[src/armCorePkg.sv]
// Shared core types; ARM bit layout assumed, only the DP and multiply formats are modeled
package armCorePkg;

  localparam int dataW    = 32;                     // Data word width
  localparam int regAddrW = 4;                      // Register address width
  localparam logic [regAddrW-1:0] pcReg = 4'd15;    // R15 holds the PC
  localparam logic [dataW-1:0] pcReadOffset = 32'd8; // R15 reads see PC+8
  localparam logic [dataW-1:0] pcStep = 32'd4;       // PC advance per instruction

  // ARM data-processing opcodes, full 4-bit space
  typedef enum logic [3:0] {
    opAnd = 4'h0, opEor = 4'h1, opSub = 4'h2, opRsb = 4'h3,
    opAdd = 4'h4, opAdc = 4'h5, opSbc = 4'h6, opRsc = 4'h7,
    opTst = 4'h8, opTeq = 4'h9, opCmp = 4'hA, opCmn = 4'hB,
    opOrr = 4'hC, opMov = 4'hD, opBic = 4'hE, opMvn = 4'hF
  } aluOpT;

  // Condition codes EQ..AL, 4'hF left unnamed
  typedef enum logic [3:0] {
    condEq = 4'h0, condNe = 4'h1, condCs = 4'h2, condCc = 4'h3,
    condMi = 4'h4, condPl = 4'h5, condVs = 4'h6, condVc = 4'h7,
    condHi = 4'h8, condLs = 4'h9, condGe = 4'hA, condLt = 4'hB,
    condGt = 4'hC, condLe = 4'hD, condAl = 4'hE
  } condT;

  typedef struct packed {
    condT        cond;     // [31:28]
    logic [1:0]  cls;      // [27:26] 00 for data processing
    logic        immFlag;  // [25] Operand2 is rotated immediate
    aluOpT       opcode;   // [24:21]
    logic        s;        // [20] Update flags
    logic [3:0]  rn;       // [19:16]
    logic [3:0]  rd;       // [15:12]
    logic [11:0] operand2; // [11:0] Rm in [3:0] or rot:imm8
  } dpWordT;

  typedef struct packed {
    condT       cond;      // [31:28]
    logic [3:0] fixedBits; // [27:24] Always 0000
    logic       isLong;    // [23] UMULL/SMULL
    logic       isSigned;  // [22] Signed long form
    logic       acc;       // [21] Accumulate
    logic       s;         // [20]
    logic [3:0] rdHi;      // [19:16] Rd for short forms
    logic [3:0] rdLo;      // [15:12] Rn for MLA
    logic [3:0] rs;        // [11:8]
    logic [3:0] marker;    // [7:4] Always 1001
    logic [3:0] rm;        // [3:0]
  } mulWordT;

  // One instruction word, two views
  typedef union packed {
    dpWordT  dp;
    mulWordT mul;
  } instrT;

  typedef struct packed {
    logic n;
    logic z;
    logic c;
    logic v;
  } flagsT;

endpackage

[src/instrDecoder.sv]
// Decodes DP and multiply words only; other classes and ADC/SBC/RSC commit nothing
`timescale 1ns/10ps

module instrDecoder (
  input  armCorePkg::instrT                 instr,
  input  armCorePkg::flagsT                 flags,
  output logic [armCorePkg::regAddrW-1:0]   raN,
  output logic [armCorePkg::regAddrW-1:0]   raM,
  output logic [armCorePkg::regAddrW-1:0]   raS,
  output logic [armCorePkg::regAddrW-1:0]   raA,
  output armCorePkg::aluOpT                 aluOp,
  output logic                              useImm,
  output logic [11:0]                       imm12,
  output logic                              isMul,
  output logic                              isLong,
  output logic                              mulSigned,
  output logic                              mulAcc,
  output logic                              writeEn,   // Condition already applied
  output logic                              flagsEn,
  output logic [armCorePkg::regAddrW-1:0]   wa,
  output logic [armCorePkg::regAddrW-1:0]   wa2
);
  import armCorePkg::*;

  logic isDp;       // Valid data-processing word
  logic isTest;     // TST/TEQ/CMP/CMN, flags only
  logic isCarryOp;  // ADC/SBC/RSC, not supported
  logic pass;       // Condition met

  // ARM condition check against NZCV
  function automatic logic condPass(input condT cond, input flagsT f);
    case (cond)
      condEq:  return f.z;
      condNe:  return !f.z;
      condCs:  return f.c;
      condCc:  return !f.c;
      condMi:  return f.n;
      condPl:  return !f.n;
      condVs:  return f.v;
      condVc:  return !f.v;
      condHi:  return f.c && !f.z;
      condLs:  return !f.c || f.z;
      condGe:  return f.n == f.v;
      condLt:  return f.n != f.v;
      condGt:  return !f.z && (f.n == f.v);
      condLe:  return f.z || (f.n != f.v);
      condAl:  return 1'b1;
      default: return 1'b0; // 4'hF never executes
    endcase
  endfunction

  // Multiply marker takes priority over the DP view
  assign isMul = (instr.mul.fixedBits == 4'b0000) && (instr.mul.marker == 4'b1001);
  assign isDp  = (instr.dp.cls == 2'b00) && !isMul;
  assign pass  = condPass(instr.dp.cond, flags);

  // Register fields sit at the same bits in both views
  assign raN = instr.dp.rn;   // Also RdHi, accumulator high
  assign raM = instr.mul.rm;  // Also DP Rm in operand2[3:0]
  assign raS = instr.mul.rs;
  assign raA = instr.mul.rdLo; // MLA Rn or accumulator low

  // DP control
  assign aluOp  = instr.dp.opcode;
  assign useImm = instr.dp.immFlag;
  assign imm12  = instr.dp.operand2;

  assign isTest    = aluOp inside {opTst, opTeq, opCmp, opCmn};
  assign isCarryOp = aluOp inside {opAdc, opSbc, opRsc};

  // Multiply control
  assign isLong    = isMul && instr.mul.isLong;
  assign mulSigned = instr.mul.isSigned;
  assign mulAcc    = instr.mul.acc;

  // Compare ops write flags only
  assign writeEn = pass && (isMul || (isDp && !isTest && !isCarryOp));
  assign flagsEn = pass && (isMul ? instr.mul.s : (isDp && !isCarryOp && instr.dp.s));

  // Short multiply writes Rd at [19:16], long writes RdLo then RdHi
  always_comb begin
    if (isMul) begin
      wa = isLong ? instr.mul.rdLo : instr.mul.rdHi;
    end else begin
      wa = instr.dp.rd;
    end
  end

  assign wa2 = instr.mul.rdHi; // Used only with we 11

endmodule

[config.mk]
export PLATFORM = sky130hd
export DESIGN_NAME = instrDecoder
export DESIGN_NICKNAME = d
export VERILOG_FILES = /design/src/armCorePkg.sv /design/src/instrDecoder.sv
export SDC_FILE = /design/constraint.sdc
export NUM_CORES = 1
export LEC_CHECK = 0
export ABC_CLOCK_PERIOD_IN_PS = 1300
export BUFFER_PORTS_ARGS = -buffer_cell sky130_fd_sc_hd__buf_2
export CAP_MARGIN = 20
export CORE_MARGIN = 5
export CORE_UTILIZATION = 33
export DETAILED_ROUTE_END_ITERATION = 10
export MAX_ROUTING_LAYER = met4
export PLACE_DENSITY = 0.85
export RECOVER_POWER = 100
export SYNTH_ARGS = -nofsm -noshare
export SYNTH_HDL_FRONTEND = slang
export SYNTH_SLANG_ARGS = --single-unit
[constraint.sdc]
create_clock -name vclk -period 1.3
set_input_delay 0.065 -clock vclk [all_inputs]
set_output_delay 0.065 -clock vclk [all_outputs]
set_load 0.1 [all_outputs]
==> results.sh <==
export IMPL_status="complete, but fails checks"
export IMPL_violations="setup timing"
export IMPL_max_freq_mhz=697.8
export IMPL_clkbuf_count=0
export IMPL_synth_seq_area_share=0
export IMPL_grt_max_degree=7
export IMPL_hpwl_mm=1.567
export IMPL_avgSynthCellArea_um2=7.748
export IMPL_nNetsFinal=148
export IMPL_crit_fanout=4
export IMPL_rows=15
export IMPL_finalNonFillerCells=135
export IMPL_drtIter0Drc=1
export IMPL_critPathLaunchType="input port"
export IMPL_syn_area_um2=604.3
export IMPL_relSlewSlack=0.6663
export IMPL_final_common_cell="buf_2"
export IMPL_antenna_found_initial=0
export IMPL_cp_data_arrival_time_ns=1.37
export IMPL_cap_violations=0
export IMPL_setup_viol=6
export IMPL_synth_cell_types=26
export IMPL_vias=613
export IMPL_mostFrequentLayoutCells="buf_2, buf_4, buf_12, nor2_1, mux2_4"
export IMPL_slew_violations=0
export IMPL_start_util=0.3500
export IMPL_grt_pass1_vias=600
export IMPL_dieArea_um2=2787
export IMPL_avgViaCountPerCell=4.541
export IMPL_drc=0
export IMPL_seqCellArea_um2=0
export IMPL_hold_buffers=0
export IMPL_final_setup_worst_slack_ns=-0.1331
export IMPL_hold_viol_final=0
export IMPL_gp_congestion=0.6413
export IMPL_overflow=0
export IMPL_num_fill_cells=147
export IMPL_grt_total_usage=0.1263
export IMPL_synth_nets=114
export IMPL_rsz0062_at_grt="true"
export IMPL_core_area_um2=1727
export IMPL_ios=83
export IMPL_worst_pin_slew_ns=0.5040
export IMPL_die_x_um=52.80
export IMPL_numSequentialCells=0
export IMPL_wl_mm=2.037
export IMPL_grt_pass1_wl_mm=2.704
export IMPL_fin_crit_sh=1.102
export IMPL_ant_nets=0
export IMPL_crit_type="input port to output port"
export IMPL_p_leak_nw=0.4734
export IMPL_netlist_instances=78
export IMPL_power_density_nw_per_um2=641.3
export IMPL_die_h_um=52.80
export IMPL_ir_drop_mv=0.2364
export IMPL_setup_worst_path_end_class="output port"
export IMPL_num_antenna_cells=0
export IMPL_period_minus_slack_ns=1.433
export IMPL_dp_cells=133
export IMPL_hold_class="input port to output port"
export IMPL_portBuffers=59
export IMPL_wl_per_cell_um=15.09
export IMPL_crit_required_ns=1.24
export IMPL_syn_to_final_growth_pct=58.18
export IMPL_post_place_ws_ns=-0.2472
export IMPL_drt_pass1_iterations=2
export IMPL_drive_gt1_frac=0.7818
export IMPL_multi_input_area_um2=384.1
export IMPL_ys_warn_count=0
[final timing paths]
check,startpoint,endpoint,slack (ns),cells past startpoint
setup / recovery,instr[6],wa[3],-0.13,6
hold / removal,instr[0],imm12[0],0.13,0
[through the flow]
stage | total power [mW] | TNS [ns] | instance area, µm² | util | hold slack (ns)
floorplan | 0.7080 | -1.924 | 665.6 | - | 0.3110
global placement | 0.5625 | -1.341 | 838.3 | 0.4855 | 0.1311
detailed placement | 0.5711 | -1.458 | 838.3 | 0.4855 | 0.1311
CTS | 0.6062 | -0.5802 | 924.6 | 0.5355 | 0.1311
global route | 0.6329 | -1.215 | 955.9 | 0.5536 | 0.1302
finish | 0.6131 | -0.7310 | 955.9 | 0.5536 | 0.1301
[metal layers]
layer  GRT usage  share of wire
met2      0.2665           0.53
met4     0.01277         0.0020
met1      0.1150           0.30
met5           -              0
met3     0.02849           0.17
[Yosys cell counts (all sizes together) (2+ instances only)]
master | instances | area (µm²)
inv | 2 | 7.510
buf | 39 | 292.8
mux2 | 4 | 60.06
nand2 | 2 | 7.510
o2bb2ai | 2 | 17.52
o31ai | 2 | 15.01
nor2 | 4 | 15.01
nand3b | 2 | 15.01
mux2i | 2 | 20.02
and2 | 2 | 16.27
xor2 | 2 | 17.52
a31oi | 2 | 12.51
[critical path, stage by stage]
cell and delay (ns):
buf_8 0.10, nor4b_4 0.25, and4b_4 0.27, and2_4 0.18, mux2_4 0.32, buf_12 0.17
[repair_timing]
| action | 4_1_cts | 5_1_grt |
|---|---|---|
| gates resized for setup | 20 | 4 |
| setup endpoints to repair | 6 | 7 |
| pin swaps | 2 | 2 |
| setup buffers | 0 | 2 |
[power by group]
group          internal [mW]  leakage (nW)  total [mW]  switching, mW
registers                  0             0           0              0
logic                  0.159         0.473       0.613          0.454
clock network              0             0           0              0
[final cells by class]
cell class                      count  area share
Timing Repair Buffer               72      0.5576
Tap cell                           25     0.03272
Inverter                            2    0.007853
Multi-Input combinational cell     36      0.4018
[cell families (layout without fill, tap and decap cells)]
kind of cell / Yosys count / in the layout / share of synthesized area
AOI/OAI and AO/OA: 10 / 10 / 0.1221
xor gates and xnor gates: 3 / 3 / 0.04349
buffers and inverters: 42 / 74 / 0.5031
muxes: 6 / 6 / 0.1325
and+or+nand+nor: 17 / 17 / 0.1988
(Power assumes the default switching activity.)
