<file path="config.mk">
export PLATFORM = sky130hd
export DESIGN_NAME = mulExecute
export DESIGN_NICKNAME = d
export VERILOG_FILES = /design/src/armCorePkg.sv /design/src/mulExecute.sv
export SDC_FILE = /design/constraint.sdc
export NUM_CORES = 2
export LEC_CHECK = 0
export ABC_AREA = 1
export BUFFER_PORTS_ARGS = -buffer_cell sky130_fd_sc_hd__buf_4
export CORE_ASPECT_RATIO = 0.9
export CORE_MARGIN = 5
export CORE_UTILIZATION = 55
export DETAILED_ROUTE_END_ITERATION = 10
export PLACE_DENSITY = 0.72
export SYNTH_ARGS = -nofsm -noshare
export SYNTH_HDL_FRONTEND = slang
export SYNTH_SLANG_ARGS = --single-unit
</file>
<file path="constraint.sdc">
create_clock -name vclk -period 11.2
set_clock_uncertainty 0.2 [all_clocks]
set_input_delay 0.56 -clock vclk [all_inputs]
set_output_delay 0.56 -clock vclk [all_outputs]
set_load 0.02 [all_outputs]
</file>
<file path="src/armCorePkg.sv">
// Shared core types; ARM bit layout assumed, only the DP and multiply formats are modeled
package armCorePkg;

  localparam int dataW    = 32;                     // Data word width
  localparam int regAddrW = 4;                      // Register address width
  localparam logic [regAddrW-1:0] pcReg = 4'd15;    // R15 holds the PC
  localparam logic [dataW-1:0] pcReadOffset = 32'd8; // R15 reads see PC+8
  localparam logic [dataW-1:0] pcStep = 32'd4;       // PC advance per instruction

  // ARM data-processing opcodes, full 4-bit space
  typedef enum logic [3:0] {
    opAnd = 4'h0, opEor = 4'h1, opSub = 4'h2, opRsb = 4'h3,
    opAdd = 4'h4, opAdc = 4'h5, opSbc = 4'h6, opRsc = 4'h7,
    opTst = 4'h8, opTeq = 4'h9, opCmp = 4'hA, opCmn = 4'hB,
    opOrr = 4'hC, opMov = 4'hD, opBic = 4'hE, opMvn = 4'hF
  } aluOpT;

  // Condition codes EQ..AL, 4'hF left unnamed
  typedef enum logic [3:0] {
    condEq = 4'h0, condNe = 4'h1, condCs = 4'h2, condCc = 4'h3,
    condMi = 4'h4, condPl = 4'h5, condVs = 4'h6, condVc = 4'h7,
    condHi = 4'h8, condLs = 4'h9, condGe = 4'hA, condLt = 4'hB,
    condGt = 4'hC, condLe = 4'hD, condAl = 4'hE
  } condT;

  typedef struct packed {
    condT        cond;     // [31:28]
    logic [1:0]  cls;      // [27:26] 00 for data processing
    logic        immFlag;  // [25] Operand2 is rotated immediate
    aluOpT       opcode;   // [24:21]
    logic        s;        // [20] Update flags
    logic [3:0]  rn;       // [19:16]
    logic [3:0]  rd;       // [15:12]
    logic [11:0] operand2; // [11:0] Rm in [3:0] or rot:imm8
  } dpWordT;

  typedef struct packed {
    condT       cond;      // [31:28]
    logic [3:0] fixedBits; // [27:24] Always 0000
    logic       isLong;    // [23] UMULL/SMULL
    logic       isSigned;  // [22] Signed long form
    logic       acc;       // [21] Accumulate
    logic       s;         // [20]
    logic [3:0] rdHi;      // [19:16] Rd for short forms
    logic [3:0] rdLo;      // [15:12] Rn for MLA
    logic [3:0] rs;        // [11:8]
    logic [3:0] marker;    // [7:4] Always 1001
    logic [3:0] rm;        // [3:0]
  } mulWordT;

  // One instruction word, two views
  typedef union packed {
    dpWordT  dp;
    mulWordT mul;
  } instrT;

  typedef struct packed {
    logic n;
    logic z;
    logic c;
    logic v;
  } flagsT;

endpackage

</file>
<file path="src/mulExecute.sv">
// Low 32 bits are sign independent, so mulSigned matters only for the long forms
`timescale 1ns/10ps

module mulExecute (
  input  logic [armCorePkg::dataW-1:0] opM,
  input  logic [armCorePkg::dataW-1:0] opS,
  input  logic [armCorePkg::dataW-1:0] accLo, // Rn for MLA, RdLo for long
  input  logic [armCorePkg::dataW-1:0] accHi, // RdHi for long accumulate
  input  logic                         isLong,
  input  logic                         mulSigned,
  input  logic                         mulAcc,
  output logic [armCorePkg::dataW-1:0] lo,
  output logic [armCorePkg::dataW-1:0] hi,
  output logic                         mulN,
  output logic                         mulZ
);
  import armCorePkg::*;

  logic [2*dataW-1:0] extM;
  logic [2*dataW-1:0] extS;
  logic [2*dataW-1:0] product;
  logic [2*dataW-1:0] accum;
  logic [2*dataW-1:0] total;
  logic               signExt;

  assign signExt = isLong && mulSigned;

  // Extend to 64 bits, then one unsigned multiply keeps the low half
  assign extM = signExt ? {{dataW{opM[dataW-1]}}, opM} : {{dataW{1'b0}}, opM};
  assign extS = signExt ? {{dataW{opS[dataW-1]}}, opS} : {{dataW{1'b0}}, opS};
  assign product = extM * extS;

  assign accum = isLong ? {accHi, accLo} : {{dataW{1'b0}}, accLo};
  assign total = product + (mulAcc ? accum : '0);

  assign lo = total[dataW-1:0];
  assign hi = total[2*dataW-1:dataW];

  // Flags from the width actually written
  assign mulN = isLong ? total[2*dataW-1] : total[dataW-1];
  assign mulZ = isLong ? (total == '0) : (lo == '0);

endmodule

</file>
==> impl_results.md <==
- Number of endpoints failing setup at the final stage: 0
- Drt pass-1 iters: 5
- Boundary Pins: 197
- Cell area after placement: 0.05496 mm²
- Worst setup path class: in2out
- Global-route usage over all layers: 0.3385
- Layout area overhead: 4.806%
- Initial antenna violation count: 8
- Final number of hold-violating endpoints: 0
- Cell type with the highest aggregate area in the netlist: sky130_fd_sc_hd__fa_1
- Setup repair after global routing missed its margin: false
- Number of distinct standard cells referenced by the synthesized netlist: 38
- Top cell type's share of synthesized area: 0.5660
- Buffers added on ports: 197
- Final number of max-transition violations: 0
- Slew of the pin with the lowest slew margin: 707.3 ps
- Number of fillers in the final layout: 8,699
- Via count of the first global-routing pass: 43,720
- Type of origin of the critical path: input port
- DR DRC count: 0
- CP Data Arrival Time: 9890 ps
- Num sequential: 0
- Fraction of layout cells with a size suffix above 1: 0.04531
- Setup Total Neg Slack: 0 ps
- Maximum achievable frequency: 0.09387 GHz
- FF/Latch Area: 0 µm²
- Sequential fraction of the synthesis area: 0
- Class of the most critical hold timing path: in2out
- DIE AREA: 0.1017 mm²
- Post-route antenna net violation count: 0
- Routed vias/inst: 5.232
- Drt wl/cell: 21.32 µm
- Cell count after synthesis: 6,521
- Wire length of the first global-routing pass: 259,600 µm
- Run status: finished, final reports clean
- Post-route standard cell area excluding fillers: 0.05498 mm²
- Area of the multi-input gates: 0.04285 mm²
- Worst path slowest cell: sky130_fd_sc_hd__fa_1
- Worst-path maximum fanout: 40
- Mean area per synthesized cell: 8.044 µm²
- Y dimension of the die: 303.0 µm
- RD Place Congestion: 1.061
- Cell types with the largest area share after synthesis: sky130_fd_sc_hd__fa_1 57%, sky130_fd_sc_hd__inv_1 17%, sky130_fd_sc_hd__nand2_1 11%
- Synthesis warning total: 0
- Most frequent cell on the critical path: sky130_fd_sc_hd__inv_1
- Initial Utilization: 0.5542
- Tightest hold margin: 1257 ps
- Number of clock-tree buffers in the layout: 0
- Max-cap viol count: 0
- Crit. End Element: primary output
- Synthesized netlist net count: 8,455
- Chip Width: 335.5 µm
- Total wire length after detailed routing: 166,100 µm
- Min cycle time layout: 10,650 ps
- Required @ worst endpoint: 10,440 ps
- Longest individual stage delay on the worst path: 620 ps
- Cell Area, Synth: 0.05246 mm²
- Count of nets after finishing: 8,469
- Post-route clock period utilization: 0.9512
- Maximum number of pins on one net before global-route repair: 41
- Max-Slew Margin vs Limit: 0.5285
- Site Rows: 107
- DR vias: 40,760
- Gr ovfl total: 0
- Core Region: 0.09465 mm²
- Initial DRC Count: 3,633
- Final HPWL DP: 145,800 µm
[final timing paths]
path / startpoint / end / cells after the start
max: isLong / mulZ / 41
min: isLong / mulN / 3
[per-stage QoR]
step | std cells | setup WS (ps) | utilization
after floorplan | 6521 | 849.9 | -
after global placement | 7786 | 594.3 | 0.5806
after detailed placement | 7786 | 619.4 | 0.5806
after CTS | 7786 | 554.9 | 0.5806
after global routing | 7789 | 20.21 | 0.5808
final | 7790 | 546.8 | 0.5808
[timing repair]
| item | CTS | global route |
|---|---|---|
| endpoints found under the setup margin | 0 | 1 |
| hold buffers | 0 | 0 |
| buffers inserted | 0 | 0 |
| resized for setup | 0 | 3 |
[layer usage]
layer / global-route usage / routed length, µm / part of all wire / vias to the layer above
li1: - / - / - / 17730
met1: 0.4952 / 67970 / 0.41 / 20550
met2: 0.4965 / 70210 / 0.42 / 2199
met3: 0.1131 / 23060 / 0.14 / 280
met4: 0.07522 / 4813 / 0.029 / 6
met5: 0 / 47 / 0.00028 / -
[logic make-up (layout without fill, tap and decap cells)]
family,Yosys count,in the layout,share of synthesized area
simple gates,1944,1944,0.1469
xor+xnor,69,69,0.01166
other cells,0,4,0
fa+ha+maj,1803,1803,0.6423
compound gates,146,146,0.01584
buf+inv,2559,2571,0.1833
[synthesized netlist by cell type (all sizes together), types with 5 or more instances]
library cell	instances
o21a	5
nand3b	20
ha	320
a21oi	85
nor2	218
clkbuf	217
xor2	34
xnor2	35
buf	6
fa	1483
inv	2335
o21ai	36
nand4	26
nand3	71
nand2	1584
nor3	16
o21bai	11
nor4	6
[critical path: cells and delay by family]
family | cells | cell delay (ps)
compound gates | 2 | 420
simple gates | 16 | 2540
fa+ha+maj | 11 | 4930
buf+inv | 12 | 1340
[cell usage in the layout, fill, tap and decap left out, types with 2 or more instances in the layout]
cell | synthesis | routed
sky130_fd_sc_hd__buf_6 | 1 | 2
sky130_fd_sc_hd__o21a_1 | 5 | 5
sky130_fd_sc_hd__nor3_2 | 2 | 2
sky130_fd_sc_hd__a21oi_1 | 80 | 80
sky130_fd_sc_hd__buf_4 | 0 | 232
sky130_fd_sc_hd__fa_1 | 1483 | 1483
sky130_fd_sc_hd__nor3_1 | 14 | 14
sky130_fd_sc_hd__o21ai_1 | 2 | 2
sky130_fd_sc_hd__o21ai_0 | 32 | 32
sky130_fd_sc_hd__a21o_1 | 2 | 2
sky130_fd_sc_hd__nand3b_1 | 20 | 20
sky130_fd_sc_hd__a21oi_2 | 5 | 5
sky130_fd_sc_hd__nor2_1 | 195 | 194
sky130_fd_sc_hd__nor2_2 | 21 | 22
sky130_fd_sc_hd__nand2_2 | 11 | 12
sky130_fd_sc_hd__ha_1 | 320 | 320
sky130_fd_sc_hd__xor2_1 | 33 | 33
sky130_fd_sc_hd__diode_2 | 0 | 4
sky130_fd_sc_hd__nor4_1 | 6 | 6
sky130_fd_sc_hd__xnor2_1 | 35 | 35
sky130_fd_sc_hd__or2_2 | 3 | 3
sky130_fd_sc_hd__nand3_1 | 66 | 66
sky130_fd_sc_hd__a21boi_0 | 3 | 3
sky130_fd_sc_hd__nand2_1 | 1573 | 1572
sky130_fd_sc_hd__nand4_1 | 26 | 26
sky130_fd_sc_hd__inv_1 | 2330 | 2330
sky130_fd_sc_hd__inv_2 | 5 | 5
sky130_fd_sc_hd__nand3_2 | 5 | 5
sky130_fd_sc_hd__o21bai_1 | 11 | 11
sky130_fd_sc_hd__o21ai_2 | 2 | 2
sky130_fd_sc_hd__o211ai_2 | 2 | 2
[layout make-up]
cell class                 instances  area share
inverter                        2336      0.1595
multi-input combinational       3962      0.7794
antenna                            4   0.0001821
timing repair buffer             235     0.03245
tap                             1253     0.02852
Power is not shown: default switching activity piles up to over one toggle a cycle in this logic, so the estimate is an artifact.
