==> src/armCorePkg.sv <==
// Shared core types; ARM bit layout assumed, only the DP and multiply formats are modeled
package armCorePkg;

  localparam int dataW    = 32;                     // Data word width
  localparam int regAddrW = 4;                      // Register address width
  localparam logic [regAddrW-1:0] pcReg = 4'd15;    // R15 holds the PC
  localparam logic [dataW-1:0] pcReadOffset = 32'd8; // R15 reads see PC+8
  localparam logic [dataW-1:0] pcStep = 32'd4;       // PC advance per instruction

  // ARM data-processing opcodes, full 4-bit space
  typedef enum logic [3:0] {
    opAnd = 4'h0, opEor = 4'h1, opSub = 4'h2, opRsb = 4'h3,
    opAdd = 4'h4, opAdc = 4'h5, opSbc = 4'h6, opRsc = 4'h7,
    opTst = 4'h8, opTeq = 4'h9, opCmp = 4'hA, opCmn = 4'hB,
    opOrr = 4'hC, opMov = 4'hD, opBic = 4'hE, opMvn = 4'hF
  } aluOpT;

  // Condition codes EQ..AL, 4'hF left unnamed
  typedef enum logic [3:0] {
    condEq = 4'h0, condNe = 4'h1, condCs = 4'h2, condCc = 4'h3,
    condMi = 4'h4, condPl = 4'h5, condVs = 4'h6, condVc = 4'h7,
    condHi = 4'h8, condLs = 4'h9, condGe = 4'hA, condLt = 4'hB,
    condGt = 4'hC, condLe = 4'hD, condAl = 4'hE
  } condT;

  typedef struct packed {
    condT        cond;     // [31:28]
    logic [1:0]  cls;      // [27:26] 00 for data processing
    logic        immFlag;  // [25] Operand2 is rotated immediate
    aluOpT       opcode;   // [24:21]
    logic        s;        // [20] Update flags
    logic [3:0]  rn;       // [19:16]
    logic [3:0]  rd;       // [15:12]
    logic [11:0] operand2; // [11:0] Rm in [3:0] or rot:imm8
  } dpWordT;

  typedef struct packed {
    condT       cond;      // [31:28]
    logic [3:0] fixedBits; // [27:24] Always 0000
    logic       isLong;    // [23] UMULL/SMULL
    logic       isSigned;  // [22] Signed long form
    logic       acc;       // [21] Accumulate
    logic       s;         // [20]
    logic [3:0] rdHi;      // [19:16] Rd for short forms
    logic [3:0] rdLo;      // [15:12] Rn for MLA
    logic [3:0] rs;        // [11:8]
    logic [3:0] marker;    // [7:4] Always 1001
    logic [3:0] rm;        // [3:0]
  } mulWordT;

  // One instruction word, two views
  typedef union packed {
    dpWordT  dp;
    mulWordT mul;
  } instrT;

  typedef struct packed {
    logic n;
    logic z;
    logic c;
    logic v;
  } flagsT;

endpackage

==> src/resultStage.sv <==
// Assumes one instruction per instrValid edge; no back-pressure, commit outputs last one cycle
`timescale 1ns/10ps

module resultStage (
  input  logic                              clk,
  input  logic                              rst,
  input  logic                              instrValid,
  input  logic                              writeEn,
  input  logic                              flagsEn,
  input  logic                              isMul,
  input  logic                              isLong,
  input  logic [armCorePkg::regAddrW-1:0]   wa,
  input  logic [armCorePkg::regAddrW-1:0]   wa2,
  input  logic [armCorePkg::dataW-1:0]      aluResult,
  input  armCorePkg::flagsT                 aluFlags,
  input  logic [armCorePkg::dataW-1:0]      mulLo,
  input  logic [armCorePkg::dataW-1:0]      mulHi,
  input  logic                              mulN,
  input  logic                              mulZ,
  output logic [1:0]                        we,
  output logic [armCorePkg::regAddrW-1:0]   waOut,
  output logic [armCorePkg::regAddrW-1:0]   wa2Out,
  output logic [armCorePkg::dataW-1:0]      wd,
  output logic [armCorePkg::dataW-1:0]      wd2,
  output armCorePkg::flagsT                 flags,
  output logic [armCorePkg::dataW-1:0]      pc,
  output logic                              commitValid,
  output logic [1:0]                        commitWe,
  output logic [armCorePkg::regAddrW-1:0]   commitAddr,
  output logic [armCorePkg::regAddrW-1:0]   commitAddr2,
  output logic [armCorePkg::dataW-1:0]      commitData,
  output logic [armCorePkg::dataW-1:0]      commitData2
);
  import armCorePkg::*;

  flagsT nextFlags;

  // Register file write, same encoding as the commit port
  always_comb begin
    we = 2'b00;
    if (instrValid && writeEn) begin
      we = isLong ? 2'b11 : 2'b01;
    end
  end

  assign waOut  = wa;
  assign wa2Out = wa2;
  assign wd     = isMul ? mulLo : aluResult;
  assign wd2    = mulHi; // Long forms only

  // Multiply keeps C and V
  assign nextFlags = isMul ? flagsT'{n: mulN, z: mulZ, c: flags.c, v: flags.v} : aluFlags;

  always_ff @(posedge clk) begin
    if (rst) begin
      flags       <= '0;
      pc          <= '0;
      commitValid <= 1'b0;
      commitWe    <= 2'b00;
    end else begin
      commitValid <= instrValid;  // Skipped instructions still pulse
      commitWe    <= we;
      if (instrValid) begin
        pc <= pc + pcStep;
        if (flagsEn) flags <= nextFlags;
      end
    end
  end

  // Commit payload
  always_ff @(posedge clk) begin
    commitAddr  <= wa;
    commitAddr2 <= wa2;
    commitData  <= wd;
    commitData2 <= wd2;
  end

endmodule

==> config.mk <==
export PLATFORM = sky130hd
export DESIGN_NAME = resultStage
export DESIGN_NICKNAME = d
export VERILOG_FILES = /design/src/armCorePkg.sv /design/src/resultStage.sv
export SDC_FILE = /design/constraint.sdc
export NUM_CORES = 1
export LEC_CHECK = 0
export ABC_AREA = 1
export BUFFER_PORTS_ARGS = -buffer_cell sky130_fd_sc_hd__buf_2
export CORE_MARGIN = 2
export CORE_UTILIZATION = 32
export DETAILED_ROUTE_END_ITERATION = 8
export PLACE_DENSITY = 0.66
export SKIP_LAST_GASP = 1
export SYNTH_ARGS = -nofsm -noshare
export SYNTH_HDL_FRONTEND = slang
export SYNTH_SLANG_ARGS = --single-unit
export TNS_END_PERCENT = 50
==> constraint.sdc <==
create_clock -name clk -period 1.74 [get_ports clk]
set_input_delay 0.174 -clock clk [delete_from_list [all_inputs] [get_ports clk]]
set_output_delay 0.174 -clock clk [all_outputs]
set_load 0.05 [all_outputs]
==> results.sh <==
export IMPL_dp_hpwl_um=9700
export IMPL_worst_ep_required_time_ns=1.99
export IMPL_netlist_area_mm2=0.00413
export IMPL_antennaDiodeCount=0
export IMPL_vias_per_cell=4.22
export IMPL_cts_tree="yes"
export IMPL_ys_seq_elements=109
export IMPL_irDropWorstVdd_v=0.000684
export IMPL_yosys_area_share_simple_pct=29.9
export IMPL_synth_seq_area_share_pct=52.9
export IMPL_r2r_cells=8
export IMPL_grt_antenna_before_repair=0
export IMPL_yosys_mux_area_fraction_pct=0
export IMPL_routabilityCongestion=0.857
export IMPL_portBuffers=299
export IMPL_core_region_area_mm2=0.0126
export IMPL_min_path_type="input port to flip-flop"
export IMPL_clk_latency_ns=0.35
export IMPL_cap_viol_max_count=0
export IMPL_async_reset_ff_share_pct=0
export IMPL_r2r_start="pc[2]"
export IMPL_fp_dieH_um=118
export IMPL_crit_slowest_cell="dfxtp_1"
export IMPL_synth_ff_type="dfxtp_1"
export IMPL_die_area_mm2=0.0138
export IMPL_max_freq_ghz=0.654
export IMPL_report_power_total_mw=6.20
export IMPL_cpMostUsedCell="nor2_1"
export IMPL_final_max_slew_violation_count=0
export IMPL_fin_area_mm2=0.00623
export IMPL_yosys_area_top_type="dfxtp_1"
export IMPL_p_leak_nw=3.26
export IMPL_io_pins=302
export IMPL_worstPathCellList="ha_1, inv_1, nor2_1, nand3_1, nor2_1, nand3_1, nand2_1, nor2_1"
export IMPL_synth_compound_area_share_pct=3.09
export IMPL_antenna_left=0
export IMPL_start_util_pct=32.7
export IMPL_grt_max_degree=36
export IMPL_hold_violations=0
export IMPL_critPathCapture="pc[26]"
export IMPL_synth_xor_area_share_pct=0.637
export IMPL_cp_max_fo=6
export IMPL_timing_final_crit_share_pct=87.9
export IMPL_fin_nets=962
export IMPL_syn2layout_area_growth_pct=51.1
export IMPL_synth_cells=540
export IMPL_clock_root_buffer="clkbuf_16"
export IMPL_die_x_um=118
export IMPL_placed_area_mm2=0.00553
export IMPL_dr_pass1_iters=4
export IMPL_setup_tns_final_ns=0
export IMPL_reg2reg_setup_slack_ns=0.21
export IMPL_synth_fa_ha_area_share_pct=0.303
export IMPL_synth_cell_types=24
export IMPL_grt_usage_pct=18.8
export IMPL_clkSinkCount=109
export IMPL_rsz0062_at_grt="false"
export IMPL_row_count=41
export IMPL_p_per_area_mw_per_mm2=995
export IMPL_layout_min_cycle_time_ns=1.53
export IMPL_ctsResizeCount=0
export IMPL_synth_top_area_share_pct=52.9
export IMPL_cts_clk_slew_worst_paths_ns=0.07
export IMPL_num_vias=4304
export IMPL_wl_per_cell_um=12.8
export IMPL_clock_path_buffers=2
export IMPL_h_tree_depth=3
export IMPL_cp_end_kind="flip-flop"
export IMPL_synthTopCellsByCount="171 x nand2_1, 109 x dfxtp_1, 73 x nor2_1"
export IMPL_setup_viol=0
export IMPL_yosys_top_cells_area="dfxtp_1 53%, nand2_1 16%, buf_4 7.6%"
export IMPL_synth_edff_count=0
export IMPL_synth_area_per_cell_um2=7.64
export IMPL_synth_top_family_by_area="simple AND/OR/NAND/NOR gates"
export IMPL_cp_start_kind="flip-flop"
export IMPL_wl_um=13000
export IMPL_cts_buffers=9
export IMPL_yosysMostFrequentCell="nand2_1"
export IMPL_drc_errors=0
export IMPL_finalClockSkew_ns=0.00519
export IMPL_path_class="flip-flop to flip-flop"
export IMPL_yosysWarningCount=0
export IMPL_r2r_end="pc[26]"
export IMPL_grt_ovfl_total=0
export IMPL_grt_pass1_vias=4258
export IMPL_grt_pass1_wl_um=21000
export IMPL_drt_iter0_markers=172
export IMPL_layout_drive_gt1_share_pct=39.7
export IMPL_startpoint="pc[2]"
export IMPL_status="complete, no violations"
export IMPL_arrival_ns=1.78
export IMPL_cp_slowest_stage_delay_ns=0.41
## timing repair
action | in CTS | in global routing
buffers inserted | 0 | 0
setup endpoints to repair | 0 | 0
hold buffers | 40 | 0
hold endpoints to repair | 40 | 0
## cell usage in the layout (no fill, tap or decap), drive strengths merged
cell	instances
dlygate4sd3	40
bufinv	1
a21oi	11
dfxtp	109
clkbuf	9
o21bai	3
nand3	34
clkinv	3
nor2	83
nor3	5
inv	52
nand2	171
buf	305
xor2	1
nand4	7
conb	2
ha	1
xnor2	2
o21ai	10
## final cells by class
cell class,count,area [um2]
multi-input combinational,330,1410
timing repair buffer,345,1940
tap,172,215
clock buffer,9,225
inverter,49,184
fill,1275,6390
sequential,109,2180
clock inverter,7,78.8
## flip-flops by register name, summed over array words and instances, names as in the netlist
name	flops
commitWe	2
commitData	32
flags	4
commitData2	32
pc	30
commitAddr	4
commitValid	1
commitAddr2	4
## metrics by stage
stage / util (%) / hold slack, ns / setup WS, ns / std cells
floorplan: - / 0.202 / 0.000795 / 541
global placement: 43.8 / 0.288 / 0.298 / 965
detailed placement: 43.8 / 0.290 / 0.223 / 965
CTS: 49.4 / 0.0153 / 0.208 / 1021
global route: 49.4 / 0.0282 / 0.00154 / 1021
finish: 49.4 / 0.0277 / 0.210 / 1021
## kinds of logic (layout without fill, tap and decap cells)
logic type | count (synthesis) | after routing
other | 1 | 2
xor gates and xnor gates | 3 | 3
adders and majority gates | 1 | 1
buffers and inverters | 102 | 410
DFF | 109 | 109
AOI/OAI and AO/OA | 24 | 24
and+or+nand+nor | 300 | 300
## worst min-delay path by stage
stage / cells after the start / slack (ns) / endpoint / startpoint
final: 3 / 0.03 / commitData[15] / aluResult[15]
after global routing: 3 / 0.03 / commitData[29] / aluResult[29]
after CTS: 3 / 0.02 / commitData[2] / aluResult[2]
after detailed placement: 1 / 0.29 / commitData2[6] / mulHi[6]
after global placement: 1 / 0.29 / commitData2[15] / mulHi[15]
after floorplan: 0 / 0.20 / commitAddr2[0] / wa2[0]
## power by group
| group | switching [mW] | internal [mW] |
|---|---|---|
| clock | 0.969 | 1.14 |
| sequential | 0.0311 | 2.61 |
| combinational | 1.10 | 0.353 |
## metal layers
layer | routed length (um) | global-route usage, %
met5 | 0 | 0
met4 | 241 | 6.55
met3 | 999 | 5.96
met2 | 6590 | 34.1
met1 | 5200 | 20.6
## critical path: cells and delay by family, from the launching register on
family | cells | cell delay, ns
simple gates | 6 | 0.69
flops | 1 | 0.41
fa+ha+maj | 1 | 0.26
buf+inv | 1 | 0.08
(Power assumes the default switching activity.)
