<file path="config.mk">
export PLATFORM = sky130hd
export DESIGN_NAME = aluExecute
export DESIGN_NICKNAME = d
export VERILOG_FILES = /design/src/armCorePkg.sv /design/src/aluExecute.sv
export SDC_FILE = /design/constraint.sdc
export NUM_CORES = 1
export LEC_CHECK = 0
export BUFFER_PORTS_ARGS = -buffer_cell sky130_fd_sc_hd__buf_2
export CELL_PAD_IN_SITES_DETAIL_PLACEMENT = 1
export CELL_PAD_IN_SITES_GLOBAL_PLACEMENT = 2
export CORE_ASPECT_RATIO = 1.2
export CORE_MARGIN = 8
export CORE_UTILIZATION = 30
export DETAILED_ROUTE_END_ITERATION = 12
export PLACE_DENSITY_LB_ADDON = 0.1
export SYNTH_ARGS = -nofsm -noshare
export SYNTH_HDL_FRONTEND = slang
export SYNTH_SLANG_ARGS = --single-unit
export TNS_END_PERCENT = 10
</file>
<file path="constraint.sdc">
create_clock -name vclk -period 19.1
set_input_delay 2.865 -clock vclk [all_inputs]
set_output_delay 2.865 -clock vclk [all_outputs]
set_load 0.01 [all_outputs]
</file>
<file path="src/armCorePkg.sv">
// Shared core types; ARM bit layout assumed, only the DP and multiply formats are modeled
package armCorePkg;

  localparam int dataW    = 32;                     // Data word width
  localparam int regAddrW = 4;                      // Register address width
  localparam logic [regAddrW-1:0] pcReg = 4'd15;    // R15 holds the PC
  localparam logic [dataW-1:0] pcReadOffset = 32'd8; // R15 reads see PC+8
  localparam logic [dataW-1:0] pcStep = 32'd4;       // PC advance per instruction

  // ARM data-processing opcodes, full 4-bit space
  typedef enum logic [3:0] {
    opAnd = 4'h0, opEor = 4'h1, opSub = 4'h2, opRsb = 4'h3,
    opAdd = 4'h4, opAdc = 4'h5, opSbc = 4'h6, opRsc = 4'h7,
    opTst = 4'h8, opTeq = 4'h9, opCmp = 4'hA, opCmn = 4'hB,
    opOrr = 4'hC, opMov = 4'hD, opBic = 4'hE, opMvn = 4'hF
  } aluOpT;

  // Condition codes EQ..AL, 4'hF left unnamed
  typedef enum logic [3:0] {
    condEq = 4'h0, condNe = 4'h1, condCs = 4'h2, condCc = 4'h3,
    condMi = 4'h4, condPl = 4'h5, condVs = 4'h6, condVc = 4'h7,
    condHi = 4'h8, condLs = 4'h9, condGe = 4'hA, condLt = 4'hB,
    condGt = 4'hC, condLe = 4'hD, condAl = 4'hE
  } condT;

  typedef struct packed {
    condT        cond;     // [31:28]
    logic [1:0]  cls;      // [27:26] 00 for data processing
    logic        immFlag;  // [25] Operand2 is rotated immediate
    aluOpT       opcode;   // [24:21]
    logic        s;        // [20] Update flags
    logic [3:0]  rn;       // [19:16]
    logic [3:0]  rd;       // [15:12]
    logic [11:0] operand2; // [11:0] Rm in [3:0] or rot:imm8
  } dpWordT;

  typedef struct packed {
    condT       cond;      // [31:28]
    logic [3:0] fixedBits; // [27:24] Always 0000
    logic       isLong;    // [23] UMULL/SMULL
    logic       isSigned;  // [22] Signed long form
    logic       acc;       // [21] Accumulate
    logic       s;         // [20]
    logic [3:0] rdHi;      // [19:16] Rd for short forms
    logic [3:0] rdLo;      // [15:12] Rn for MLA
    logic [3:0] rs;        // [11:8]
    logic [3:0] marker;    // [7:4] Always 1001
    logic [3:0] rm;        // [3:0]
  } mulWordT;

  // One instruction word, two views
  typedef union packed {
    dpWordT  dp;
    mulWordT mul;
  } instrT;

  typedef struct packed {
    logic n;
    logic z;
    logic c;
    logic v;
  } flagsT;

endpackage

</file>
<file path="src/aluExecute.sv">
// Operand2 register form ignores the shift field; no carry-in arithmetic
`timescale 1ns/10ps

module aluExecute (
  input  armCorePkg::aluOpT               aluOp,
  input  logic                            useImm,
  input  logic [11:0]                     imm12,      // rot[11:8], imm8[7:0]
  input  logic [armCorePkg::dataW-1:0]    opN,
  input  logic [armCorePkg::dataW-1:0]    opM,
  input  logic                            carryIn,    // Current C
  input  logic                            overflowIn, // Current V, kept by logical ops
  output logic [armCorePkg::dataW-1:0]    result,
  output armCorePkg::flagsT               flagsOut
);
  import armCorePkg::*;

  logic [4:0]         rotAmt;       // Twice the rotate field
  logic [2*dataW-1:0] immPair;
  logic [dataW-1:0]   immVal;
  logic [dataW-1:0]   opB;          // Second operand
  logic               shiftCarry;
  logic [dataW-1:0]   addX;
  logic [dataW-1:0]   addY;
  logic               addCin;
  logic [dataW:0]     sum;          // Carry in top bit
  logic               overflow;
  logic               isArith;

  // Rotate right via doubled word
  assign rotAmt  = {imm12[11:8], 1'b0};
  assign immPair = {2{{(dataW-8){1'b0}}, imm12[7:0]}} >> rotAmt;
  assign immVal  = immPair[dataW-1:0];

  assign shiftCarry = (useImm && (imm12[11:8] != 4'd0)) ? immVal[dataW-1] : carryIn;
  assign opB = useImm ? immVal : opM;

  // One adder; subtraction as invert plus one
  always_comb begin
    case (aluOp)
      opSub, opCmp: begin
        addX = opN;
        addY = ~opB;
        addCin = 1'b1;
      end
      opRsb: begin
        addX = opB; // Reverse subtract
        addY = ~opN;
        addCin = 1'b1;
      end
      default: begin
        addX = opN;
        addY = opB;
        addCin = 1'b0;
      end
    endcase
  end

  assign sum      = {1'b0, addX} + {1'b0, addY} + {{dataW{1'b0}}, addCin};
  assign overflow = (addX[dataW-1] == addY[dataW-1]) && (sum[dataW-1] != addX[dataW-1]);
  assign isArith  = aluOp inside {opSub, opRsb, opAdd, opCmp, opCmn};

  always_comb begin
    case (aluOp)
      opAnd, opTst: result = opN & opB;
      opEor, opTeq: result = opN ^ opB;
      opSub, opRsb, opAdd, opCmp, opCmn: result = sum[dataW-1:0];
      opOrr: result = opN | opB;
      opMov: result = opB;
      opBic: result = opN & ~opB;
      opMvn: result = ~opB;
      default: result = '0; // Carry-using ops
    endcase
  end

  // C is NOT borrow for subtracts
  always_comb begin
    flagsOut.n = result[dataW-1];
    flagsOut.z = (result == '0);
    flagsOut.c = isArith ? sum[dataW] : shiftCarry;
    flagsOut.v = isArith ? overflow : overflowIn;
  end

endmodule

</file>
==> run_results.csv <==
group,metric,value,unit
run_status,status,"complete, no violations",
clock_tree,post-cts-setup-buffers,0,
synthesis,synth_top_area_share,12.14,%
pwr,p_seq_share,0,%
global_route,grt_usage,25.44,%
pwr,leakage,3.075,nW
global_route,antenna_found_initial,1,
sta,hold_viol,0,
layout,drive_gt1_share,15.47,%
global_route,grt_pass1_wl,52930,um
sta,finalMaxSlewViolations,0,
drt,ant_nets,0,
setup_path,cp_max_fo,18,
sta,timing.fmax,86.87,MHz
die,die_w,150.3,um
setup_path,startpoint_type,"input port",
synthesis,synth_fp_nets,1192,
sta,final.setup.tns,0,ns
setup_path,endpoint_kind,"output port",
synthesis,synth_area,6495,um2
job,maxCapViolCount,0,
synthesis,yosys.cell_types.count,80,
drt,wl_per_cell,25.47,um
setup_path,crit_start,"imm12[8]",
synthesis,synth_area_leader_cell,"ha_1",
sta,finalCritPeriodShare,60.27,%
die,die_area,26630,um2
pwr,power.share.clock,0,%
layout,nets,1249,
drt,dr_wl_met2,15910,um
setup_path,critPathKind,"in2out",
layout,clockBufferCount,0,
global_route,grt_pass1_vias,8360,
setup_path,endpoint,"flagsOut[2]",
pwr,power,0.3055,mW
placement,gp_congestion,0.8906,
synthesis,yosys-top-cells-count,"nand2_1 (117), a21oi_1 (104), nor2_1 (95)",
sta,finalSetupViolations,0,
synthesis,seq_area_frac_synth,0,%
synthesis,syn_area_per_cell,6.221,um2
drt,drt-initial-drc-count,656,
die,io_pins,119,
drt,met3_length,1822,um
sta,rsz0062_at_grt,"false",
pwr,powerDensity,42.13,nW/um2
drt,totalWireLength,34980,um
pwr,peakVddDrop,15.33,uV
sta,layout_min_cycle_time,11.51,ns
synthesis,synthCells,1044,
layout,syn_to_final_growth,11.64,%
synthesis,yosys-top-cells-area,"ha_1 (12%), a21oi_1 (8.0%), nand2_1 (6.8%)",
clock_tree,cts_hold_buf,0,
drt,drtPass1Iterations,5,
pwr,switching_share,64.82,%
drt,vias_per_cell,6.270,
layout,seq_cells,0,
global_route,grt_max_degree,72,
setup_path,crit_arrival,8.65,ns
synthesis,yosysMostFrequentCell,"nand2_1",
global_route,grt_overflow,0,
sta,worst_pin_slew,1.072,ns
layout,register_area,0,um2
clock_tree,post_cts_resized,0,
setup_path,cp_data_required_time,16.23,ns
placement,portBuffers,119,
pwr,combPwrFrac,100.0,%
min_path,hold_class,"in2out",
pwr,internal_power,0.1075,mW
drt,dr_total_vias,8609,
placement,dp_hpwl,26640,um
drt,top_layer_used,"met5",
synthesis,yosys_warnings,0,
pwr,p_switching,0.1980,mW
die,core-area,21480,um2
die,rows,59,
die,chipHeight,177.2,um
sta,worst_slew_margin_rel,28.26,%
drt,drt-met1-wl,16530,um
drt,drc,0,
die,start_util,30.23,%
layout,n_antenna_cell,0,
## layout make-up
type	count	area, um2
well taps	274	342.8
inverters	50	187.7
fillers	2838	14230
repair buffers	137	730.7
multi-input cells	912	5989
## logic make-up (layout without fill, tap and decap cells)
group | Yosys count | after routing | synth area share, %
AO/OA/AOI/OAI | 406 | 406 | 42.17
AND/OR/NAND/NOR | 386 | 386 | 28.43
buffers and inverters | 132 | 187 | 8.072
adder cells (fa/ha/maj) | 65 | 65 | 12.75
multiplexers | 29 | 29 | 5.066
XOR/XNOR | 26 | 26 | 3.506
## cell usage in the layout (no fill, tap or decap), types with 5 or more instances in the layout
| cell type | count |
|---|---|
| nor2b_1 | 35 |
| buf_2 | 119 |
| nand2_1 | 117 |
| o22ai_1 | 12 |
| o21a_1 | 6 |
| o31ai_1 | 16 |
| a31oi_1 | 17 |
| a221o_1 | 10 |
| ha_1 | 63 |
| a21oi_1 | 104 |
| a21o_1 | 16 |
| nand4_1 | 13 |
| and3_1 | 5 |
| nor3_1 | 44 |
| o211ai_1 | 38 |
| inv_1 | 47 |
| a22oi_1 | 9 |
| a221oi_1 | 13 |
| mux2i_1 | 25 |
| o2bb2ai_1 | 6 |
| buf_4 | 18 |
| or3_1 | 9 |
| nand2b_1 | 13 |
| o21bai_1 | 10 |
| a211oi_1 | 15 |
| o21ai_0 | 83 |
| xnor2_1 | 22 |
| o221ai_1 | 6 |
| nand3_1 | 27 |
| nor2_1 | 93 |
## power groups by stage
stage	Combinational [mW]	Clock [mW]	Sequential (mW)
after floorplan	0.197	0	0
after global placement	0.300	0	0
after detailed placement	0.301	0	0
after CTS	0.302	0	0
after global routing	0.333	0	0
final	0.305	0	0
## stage by stage
stage | setup WS (ns) | std cells | hold WS [ns] | cell area, um2 | util, %
finish | 7.589 | 1373 | 6.025 | 7251 | 33.75
CTS | 7.624 | 1373 | 6.030 | 7251 | 33.75
detailed placement | 7.631 | 1373 | 6.030 | 7251 | 33.75
floorplan | 8.731 | 1044 | 5.856 | 6495 | -
global route | 7.202 | 1373 | 6.066 | 7251 | 33.75
global placement | 7.638 | 1373 | 6.018 | 7251 | 33.75
## per-layer routing
| layer | vias up | global-route usage, % |
|---|---|---|
| met1 | 4265 | 36.07 |
| met4 | 2 | 4.798 |
| met3 | 44 | 1.919 |
| met5 | - | 0 |
| li1 | 4027 | - |
| met2 | 271 | 41.22 |
## worst min path at each step
stage / start / cells after the start / slack [ns] / end
after floorplan: opN[9] / 2 / 5.86 / result[9]
after global placement: overflowIn / 4 / 6.02 / flagsOut[0]
after detailed placement: overflowIn / 4 / 6.03 / flagsOut[0]
after CTS: overflowIn / 4 / 6.03 / flagsOut[0]
after global routing: overflowIn / 4 / 6.07 / flagsOut[0]
final: overflowIn / 4 / 6.03 / flagsOut[0]
## critical path, stage by stage
cell and delay [ns]:
buf_2 0.35, mux4_2 0.64, a31oi_1 0.50, a22o_1 0.21, a21oi_1 0.08, fa_1 0.47, inv_1 0.10, fa_1 0.21
nand2b_1 0.16, a211oi_1 0.12, o31ai_1 0.77, a211oi_1 0.26, a31oi_1 0.33, or4_1 0.16, a31oi_1 0.07, or3_1 0.43
or4_1 0.54, nor3_2 0.20, buf_2 0.16
Note: power is estimated with default switching activity, not from simulation.
